### src/hdl/rtefi_pkg.sv
// rtefi packet engine shared types: bytes, ports, client slots and the per-beat structs
`default_nettype none

package rtefi_pkg;

	// one octet on the GMII-like stream
	typedef logic [7:0] byte_t;

	// UDP-style destination port, sent big-endian in the first two bytes
	typedef logic [15:0] udp_port_t;

	// client slot index
	// 0 is the echo client, 1 is the accumulator
	typedef logic [0:0] slot_t;

	// header bytes ahead of the payload, i.e. the port number
	localparam int hdr_len = 2;

	// one registered input byte with its framing flags
	typedef struct packed {
		byte_t data;   // frame byte
		logic  dv;     // byte valid
		logic  first;  // first byte of a frame
		logic  pay;    // byte sits past the header
	} rx_beat_t;

	// routing decision, one per frame
	typedef struct packed {
		logic  hit;    // frame goes out again
		slot_t slot;   // which client fills the payload
	} route_t;

	// what the scanner hands to each client
	typedef struct packed {
		byte_t idata;  // current input byte
		logic  raw_s;  // payload byte strobe for this client
		logic  raw_l;  // first payload byte of the frame
	} client_in_t;

endpackage

`default_nettype wire

### src/hdl/rtefi_port_table.sv
// two-entry UDP port table with byte-wide config writes and a priority match compare
`timescale 1ns/1ps
`default_nettype none

module rtefi_port_table #(
	parameter rtefi_pkg::udp_port_t udp_port0 = 7,
	parameter rtefi_pkg::udp_port_t udp_port1 = 801
) (
	input  logic                 clk,
	input  logic                 reset,
	input  logic                 config_p,
	input  logic [1:0]           config_a,
	input  rtefi_pkg::byte_t     config_d,
	input  rtefi_pkg::udp_port_t port,
	output logic                 match,
	output rtefi_pkg::slot_t     match_slot
);

	// table entries, indexed by slot
	rtefi_pkg::udp_port_t entry [2];

	// per-entry compare results
	logic hit0;
	logic hit1;

	// config_a[1] picks the slot, config_a[0] picks high or low byte
	always_ff @(posedge clk) begin
		if (reset) begin
			entry[0] <= udp_port0;
			entry[1] <= udp_port1;
		end else if (config_p) begin
			if (config_a[0]) begin
				entry[config_a[1]][15:8] <= config_d;
			end else begin
				entry[config_a[1]][7:0] <= config_d;
			end
		end
	end

	// compare runs all the time, the scanner samples it on the third byte
	always_comb begin
		hit0 = (port == entry[0]);
		hit1 = (port == entry[1]);
	end

	// slot 0 wins when both entries carry the same port
	always_comb begin
		match = hit0 || hit1;
		if (hit0) begin
			match_slot = 1'b0;
		end else begin
			match_slot = 1'b1;
		end
	end

endmodule

`default_nettype wire

### src/hdl/rtefi_scanner.sv
// frame scanner: registers input beats, collects the port, issues routes and client strobes
`timescale 1ns/1ps
`default_nettype none

module rtefi_scanner (
	input  logic                  clk,
	input  logic                  reset,
	input  rtefi_pkg::byte_t      rxd,
	input  logic                  rx_dv,
	input  logic                  match,
	input  rtefi_pkg::slot_t      match_slot,
	output rtefi_pkg::udp_port_t  port,
	output rtefi_pkg::rx_beat_t   beat,
	output rtefi_pkg::route_t     route,
	output logic                  route_push,
	output rtefi_pkg::client_in_t cin0,
	output rtefi_pkg::client_in_t cin1
);

	// counter only has to reach the end of the header, then it sticks
	localparam int cnt_w = $clog2(rtefi_pkg::hdr_len + 1);

	typedef enum logic [1:0] {
		st_idle,
		st_header,
		st_payload,
		st_drain
	} state_t;

	state_t state;

	// offset of the byte now on rxd, saturates at hdr_len
	logic [cnt_w-1:0] cnt;

	// decode of the byte currently on rxd
	logic pay_now;
	logic hit_now;
	logic take;
	logic first_pay;
	rtefi_pkg::slot_t slot_now;

	always_comb begin
		pay_now = rx_dv && (cnt == rtefi_pkg::hdr_len);
		// third byte: match comes straight from the table
		// later bytes: only the payload state forwards
		hit_now = (state == st_header && match) || state == st_payload;
		if (state == st_header) begin
			slot_now = match_slot;
		end else begin
			slot_now = route.slot;
		end
		take = pay_now && hit_now;
		first_pay = take && state == st_header;
	end

	// client inputs stay combinational so the client pipe lines up with the beat delay
	always_comb begin
		cin0.idata = rxd;
		cin0.raw_s = take && slot_now == 1'b0;
		cin0.raw_l = first_pay && slot_now == 1'b0;
		cin1.idata = rxd;
		cin1.raw_s = take && slot_now == 1'b1;
		cin1.raw_l = first_pay && slot_now == 1'b1;
	end

	// port number is big-endian, high byte arrives first
	always_ff @(posedge clk) begin
		if (rx_dv && state == st_idle) begin
			port[15:8] <= rxd;
		end
		if (rx_dv && state == st_header && cnt == 1) begin
			port[7:0] <= rxd;
		end
	end

	always_ff @(posedge clk) begin
		if (reset) begin
			state <= st_idle;
			cnt <= '0;
			beat <= '0;
			route <= '0;
			route_push <= 1'b0;
		end else begin
			// every byte goes into the beat register, valid or not
			beat.data <= rxd;
			beat.dv <= rx_dv;
			beat.first <= rx_dv && state == st_idle;
			beat.pay <= pay_now;
			route_push <= 1'b0;
			case (state)
				st_idle: begin
					if (rx_dv) begin
						state <= st_header;
						cnt <= 1;
					end
				end
				st_header: begin
					if (!rx_dv) begin
						// frame ended inside the header, drop it
						route_push <= 1'b1;
						route <= '0;
						state <= st_idle;
						cnt <= '0;
					end else if (cnt == rtefi_pkg::hdr_len) begin
						// third byte, port is complete
						route_push <= 1'b1;
						route.hit <= match;
						route.slot <= match ? match_slot : 1'b0;
						state <= match ? st_payload : st_drain;
					end else begin
						cnt <= cnt + 1'b1;
					end
				end
				st_payload, st_drain: begin
					if (!rx_dv) begin
						state <= st_idle;
						cnt <= '0;
					end
				end
				default: begin
					state <= st_idle;
					cnt <= '0;
				end
			endcase
		end
	end

endmodule

`default_nettype wire

### src/hdl/rtefi_client_echo.sv
// echo client that hands each input byte back n_lat cycles later
`timescale 1ns/1ps
`default_nettype none

module rtefi_client_echo #(
	parameter int n_lat = 4
) (
	input  logic                  clk,
	input  logic                  reset,
	input  rtefi_pkg::client_in_t cin,
	output rtefi_pkg::byte_t      odata
);

	// byte pipe, n_lat stages deep
	rtefi_pkg::byte_t dpipe [n_lat];

	// every byte moves through whether or not it was strobed
	always_ff @(posedge clk) begin
		dpipe[0] <= cin.idata;
		for (int i = 1; i < n_lat; i++) begin
			dpipe[i] <= dpipe[i-1];
		end
	end

	assign odata = dpipe[n_lat-1];

endmodule

`default_nettype wire

### src/hdl/rtefi_client_accum.sv
// accumulator client: returns the running payload byte sum mod 256, n_lat cycles later
`timescale 1ns/1ps
`default_nettype none

module rtefi_client_accum #(
	parameter int n_lat = 4
) (
	input  logic                  clk,
	input  logic                  reset,
	input  rtefi_pkg::client_in_t cin,
	output rtefi_pkg::byte_t      odata
);

	// stage one, sum including the byte just presented
	rtefi_pkg::byte_t acc;

	// remaining n_lat-1 stages
	rtefi_pkg::byte_t pipe [n_lat-1];

	always_ff @(posedge clk) begin
		if (reset) begin
			acc <= '0;
		end else if (cin.raw_l) begin
			// new frame, restart from the first payload byte
			acc <= cin.idata;
		end else if (cin.raw_s) begin
			// wraps naturally at 8 bits
			acc <= acc + cin.idata;
		end
	end

	// pure delay, keeps the output aligned with the beat line
	always_ff @(posedge clk) begin
		pipe[0] <= acc;
		for (int i = 1; i < n_lat - 1; i++) begin
			pipe[i] <= pipe[i-1];
		end
	end

	assign odata = pipe[n_lat-2];

endmodule

`default_nettype wire

### src/hdl/rtefi_tx_mux.sv
// tx mux: delays beats, queues per-frame routes and picks header or client bytes for output
`timescale 1ns/1ps
`default_nettype none

module rtefi_tx_mux #(
	parameter int n_lat = 4
) (
	input  logic                clk,
	input  logic                reset,
	input  rtefi_pkg::rx_beat_t beat,
	input  rtefi_pkg::route_t   route,
	input  logic                route_push,
	input  rtefi_pkg::byte_t    odata0,
	input  rtefi_pkg::byte_t    odata1,
	output rtefi_pkg::byte_t    txd,
	output logic                tx_en
);

	// n_lat-1 delay stages here, the output register is the last one
	rtefi_pkg::rx_beat_t dly [n_lat-1];
	rtefi_pkg::rx_beat_t dbeat;

	// route queue, pointers carry one extra wrap bit
	rtefi_pkg::route_t q [4];
	logic [2:0] wr_ptr;
	logic [2:0] rd_ptr;
	logic empty;

	// route held for the frame now leaving
	rtefi_pkg::route_t route_q;
	rtefi_pkg::route_t head;
	rtefi_pkg::route_t cur;
	logic pop;

	always_ff @(posedge clk) begin
		dly[0] <= beat;
		for (int i = 1; i < n_lat - 1; i++) begin
			dly[i] <= dly[i-1];
		end
		// framing flags must not come up as junk after reset
		if (reset) begin
			for (int i = 0; i < n_lat - 1; i++) begin
				dly[i].dv <= 1'b0;
				dly[i].first <= 1'b0;
				dly[i].pay <= 1'b0;
			end
		end
	end

	always_comb begin
		dbeat = dly[n_lat-2];
		empty = (wr_ptr == rd_ptr);
		pop = dbeat.dv && dbeat.first;
		// with n_lat at 3 the route may arrive in the same cycle, take it directly
		head = empty ? route : q[rd_ptr[1:0]];
		cur = pop ? head : route_q;
	end

	always_ff @(posedge clk) begin
		if (route_push && !(pop && empty)) begin
			q[wr_ptr[1:0]] <= route;
		end
	end

	always_ff @(posedge clk) begin
		if (reset) begin
			wr_ptr <= '0;
			rd_ptr <= '0;
			route_q <= '0;
		end else begin
			if (route_push && !(pop && empty)) begin
				wr_ptr <= wr_ptr + 1'b1;
			end
			if (pop && !empty) begin
				rd_ptr <= rd_ptr + 1'b1;
			end
			if (pop) begin
				route_q <= head;
			end
		end
	end

	// header passes through, payload comes from the routed client
	always_ff @(posedge clk) begin
		if (dbeat.pay) begin
			txd <= cur.slot ? odata1 : odata0;
		end else begin
			txd <= dbeat.data;
		end
	end

	always_ff @(posedge clk) begin
		if (reset) begin
			tx_en <= 1'b0;
		end else begin
			tx_en <= dbeat.dv && cur.hit;
		end
	end

endmodule

`default_nettype wire

### src/hdl/rtefi_blob.sv
// rtefi packet engine top: port table, scanner, echo and accumulator clients, tx mux
`timescale 1ns/1ps
`default_nettype none

module rtefi_blob #(
	parameter int n_lat = 4,  // client pipeline depth, 3 to 12
	parameter rtefi_pkg::udp_port_t udp_port0 = 7,
	parameter rtefi_pkg::udp_port_t udp_port1 = 801
) (
	input  logic             clk,
	input  logic             reset,
	// GMII-like receive side
	input  rtefi_pkg::byte_t rxd,
	input  logic             rx_dv,
	// port table writes
	input  logic             config_p,
	input  logic [1:0]       config_a,
	input  rtefi_pkg::byte_t config_d,
	// GMII-like transmit side
	output rtefi_pkg::byte_t txd,
	output logic             tx_en
);

	// scanner to table
	rtefi_pkg::udp_port_t port;
	logic match;
	rtefi_pkg::slot_t match_slot;

	// scanner to mux
	rtefi_pkg::rx_beat_t beat;
	rtefi_pkg::route_t route;
	logic route_push;

	// scanner to clients, and client results back
	rtefi_pkg::client_in_t cin0;
	rtefi_pkg::client_in_t cin1;
	rtefi_pkg::byte_t odata0;
	rtefi_pkg::byte_t odata1;

	rtefi_port_table #(
		.udp_port0(udp_port0),
		.udp_port1(udp_port1)
	) port_table_inst (
		.clk(clk),
		.reset(reset),
		.config_p(config_p),
		.config_a(config_a),
		.config_d(config_d),
		.port(port),
		.match(match),
		.match_slot(match_slot)
	);

	rtefi_scanner scanner_inst (
		.clk(clk),
		.reset(reset),
		.rxd(rxd),
		.rx_dv(rx_dv),
		.match(match),
		.match_slot(match_slot),
		.port(port),
		.beat(beat),
		.route(route),
		.route_push(route_push),
		.cin0(cin0),
		.cin1(cin1)
	);

	// slot 0
	rtefi_client_echo #(.n_lat(n_lat)) echo_inst (
		.clk(clk),
		.reset(reset),
		.cin(cin0),
		.odata(odata0)
	);

	// slot 1
	rtefi_client_accum #(.n_lat(n_lat)) accum_inst (
		.clk(clk),
		.reset(reset),
		.cin(cin1),
		.odata(odata1)
	);

	rtefi_tx_mux #(.n_lat(n_lat)) tx_mux_inst (
		.clk(clk),
		.reset(reset),
		.beat(beat),
		.route(route),
		.route_push(route_push),
		.odata0(odata0),
		.odata1(odata1),
		.txd(txd),
		.tx_en(tx_en)
	);

endmodule

`default_nettype wire

### config.mk
export PLATFORM = sky130hd
export DESIGN_NAME = rtefi_blob
export DESIGN_NICKNAME = d
export VERILOG_FILES = /design/src/hdl/rtefi_pkg.sv /design/src/hdl/rtefi_port_table.sv /design/src/hdl/rtefi_scanner.sv /design/src/hdl/rtefi_client_echo.sv /design/src/hdl/rtefi_client_accum.sv /design/src/hdl/rtefi_tx_mux.sv /design/src/hdl/rtefi_blob.sv
export SDC_FILE = /design/constraint.sdc
export NUM_CORES = 1
export LEC_CHECK = 0
export ABC_AREA = 1
export BUFFER_PORTS_ARGS = -buffer_cell sky130_fd_sc_hd__buf_4
export CAP_MARGIN = 30
export CORE_MARGIN = 1
export CORE_UTILIZATION = 61
export DETAILED_ROUTE_END_ITERATION = 6
export GPL_TIMING_DRIVEN = 0
export PLACE_DENSITY = 0.86
export SYNTH_ARGS = -nofsm -noshare
export SYNTH_HDL_FRONTEND = slang
export SYNTH_HIERARCHICAL = 1
export SYNTH_SLANG_ARGS = --single-unit
### constraint.sdc
create_clock -name clk -period 2.75 [get_ports clk]
set_clock_uncertainty 0.05 [all_clocks]
set_input_delay 0 -clock clk [delete_from_list [all_inputs] [get_ports clk]]
set_output_delay 0 -clock clk [all_outputs]
set_load 0.01 [all_outputs]
==> flow_metrics.tcl <==
set metrics [dict create \
    grt_pass1_wl_mm 23.0 \
    clk_latency_ps 420 \
    synth_cells 780 \
    leakage_uw 0.00394 \
    worst_pin_slew_ps 977 \
    die_w_um 110 \
    slew_headroom 0.346 \
    arrival_ps 2710 \
    htreeDepth 4 \
    rows 39 \
    drt_iter0_markers 416 \
    setup_viol 0 \
    coreArea_um2 11400 \
    fin_setup_tns_ps 0 \
    num_antenna_cells 0 \
    seqCellArea_um2 4360 \
    fin_crit_ps 2450 \
    cts_tree "built" \
    hold_violations 0 \
    root_buffer "clkbuf_16" \
    overflow 0 \
    crit_type "reg2reg" \
    portBuffers 30 \
    crit_path_max_fanout 6 \
    critPathLaunchType "flop" \
    cts_buffers 17 \
    power-per-cell-area_nw_per_um2 696 \
    multi_input_area_um2 2090 \
    drt_wl_total_mm 14.1 \
    ctsResizeCount 0 \
    viasPerCell 4.94 \
    reg2reg_depth 16 \
    post-route-period-util 0.891 \
    synth_area_um2 7180 \
    wl_per_cell_um 13.9 \
    ant_nets 0 \
    clockBufferDepth 2 \
    firstDrtPassIters 5 \
    syn-mean-instance-area_um2 9.20 \
    start_util 0.629 \
    hp-class "in2reg" \
    grt_usage 0.245 \
    peakVddDrop_uv 679 \
    slew_violations 0 \
    required_ps 3010 \
    grt_setup_unrepaired "no" \
    min_from "config_p" \
    die-area_um2 12200 \
    n_fill_cell 750 \
    drc_errors 0 \
    holdPathEnd "port_table_inst/entry[1][8]" \
    fmax_ghz 0.408 \
    r2r-start "scanner_inst/port[15]" \
    timing.hold.ws_ps 29.5 \
    cp-end-kind "flop" \
    ios 31 \
    whs_path_depth 6 \
    r2r-end "accum_inst/acc[3]" \
    synthesis.nets 818 \
    dr_total_vias 4982 \
    area_growth_pct 17.3 \
    antenna_found_initial 0 \
    cap_violations 0 \
    nets 891 \
    status "complete, no violations" \
    post-dp-hpwl_mm 9.01 \
    ys_warn_count 6 \
    drive_above_1_share 0.157 \
    grt_pass1_vias 5008 \
    grt_start_max_net_pins 18 \
    place_congestion 0.819 \
    r2r_setup_slack_ps 300 \
    clkTransAtPathRegs_ps 70 \
    fp.dieH_um 110 \
    cts.sink_count 190 \
]
==> registers in the layout, indices dropped and copies added (netlist names), 11 cells and up, named ones only <==
name and count:
tx_mux_inst/dly 33, echo_inst/dpipe 32, port_table_inst/entry 32, accum_inst/pipe 24, scanner_inst/port 16, scanner_inst/beat 11
==> per-layer routing <==
layer	part of all wire	track usage
met4	0.023	0.116
met3	0.039	0.0604
met2	0.54	0.458
met5	0	0
met1	0.39	0.254
==> worst max path at each step <==
| stage | start | to |
|---|---|---|
| after floorplan | scanner_inst/port[10] | accum_inst/acc[2] |
| after global placement | scanner_inst/port[12] | accum_inst/acc[3] |
| after detailed placement | scanner_inst/port[12] | accum_inst/acc[3] |
| after CTS | scanner_inst/port[12] | accum_inst/acc[6] |
| after global routing | scanner_inst/port[12] | accum_inst/acc[3] |
| final | scanner_inst/port[15] | accum_inst/acc[3] |
==> critical path, stage by stage, from the launching register on <==
cell,delay [ps]
edfxtp_1,390
inv_1,70
nand2_1,60
nand2_1,60
nor2_1,160
nand2_1,110
nor2_2,110
nand2_2,100
nand2_2,110
nand2_1,60
nand2_1,60
nand3_1,80
nor2_1,300
nand2_2,130
inv_2,120
nand3_1,100
a31oi_1,280
==> through the flow <==
stage          utilization  instances  power (µW)  worst slack, ps  area (µm²)
2_1_floorplan            -        780        3310              889        7180
3_3_place_gp         0.664        953        3400              598        7580
3_5_place_dp         0.664        954        3420              564        7590
4_1_cts              0.737       1009        5880              448        8420
5_1_grt              0.737       1009        6050             92.2        8420
6_report             0.737       1009        5860              299        8420
==> layout by cell type (no fill, tap or decap), types with 3 or more instances in the layout <==
cell type and instances:
inv_6 3, dfxtp_1 134, inv_2 12, o21ai_1 3, clkbuf_16 18, nand4_1 11
a21oi_1 19, clkbuf_1 4, o21ai_0 6, inv_1 125, clkbuf_8 4, nand3_1 33
nor2_4 5, dlygate4sd3_1 23, buf_4 55, edfxtp_1 56, nor2_2 8, nand2_2 8
nand2_1 207, ha_1 15, a22oi_1 4, nor2_1 77
==> power breakdown <==
part | leakage, µW | internal (µW) | switching (µW) | total (µW)
sequential | 0.00163 | 3000 | 49.5 | 3050
combinational | 0.00201 | 140 | 206 | 346
clock | 0.000301 | 1420 | 1040 | 2470
total | 0.00394 | 4560 | 1300 | 5860
==> what timing repair did <==
action,in CTS,in global routing
setup buffers,0,0
hold endpoints to repair,81,0
hold buffers,23,0
==> cell type report <==
| type | count | area share |
|---|---|---|
| plain buffers | 29 | 0.0244 |
| clock buffers | 24 | 0.0609 |
| clock inverters | 8 | 0.0107 |
| inverters | 139 | 0.0620 |
| multi-input cells | 422 | 0.248 |
| flip-flops and latches | 190 | 0.518 |
| well taps | 143 | 0.0212 |
| repair buffers | 54 | 0.0547 |
Power figures use the tool's default switching activity.
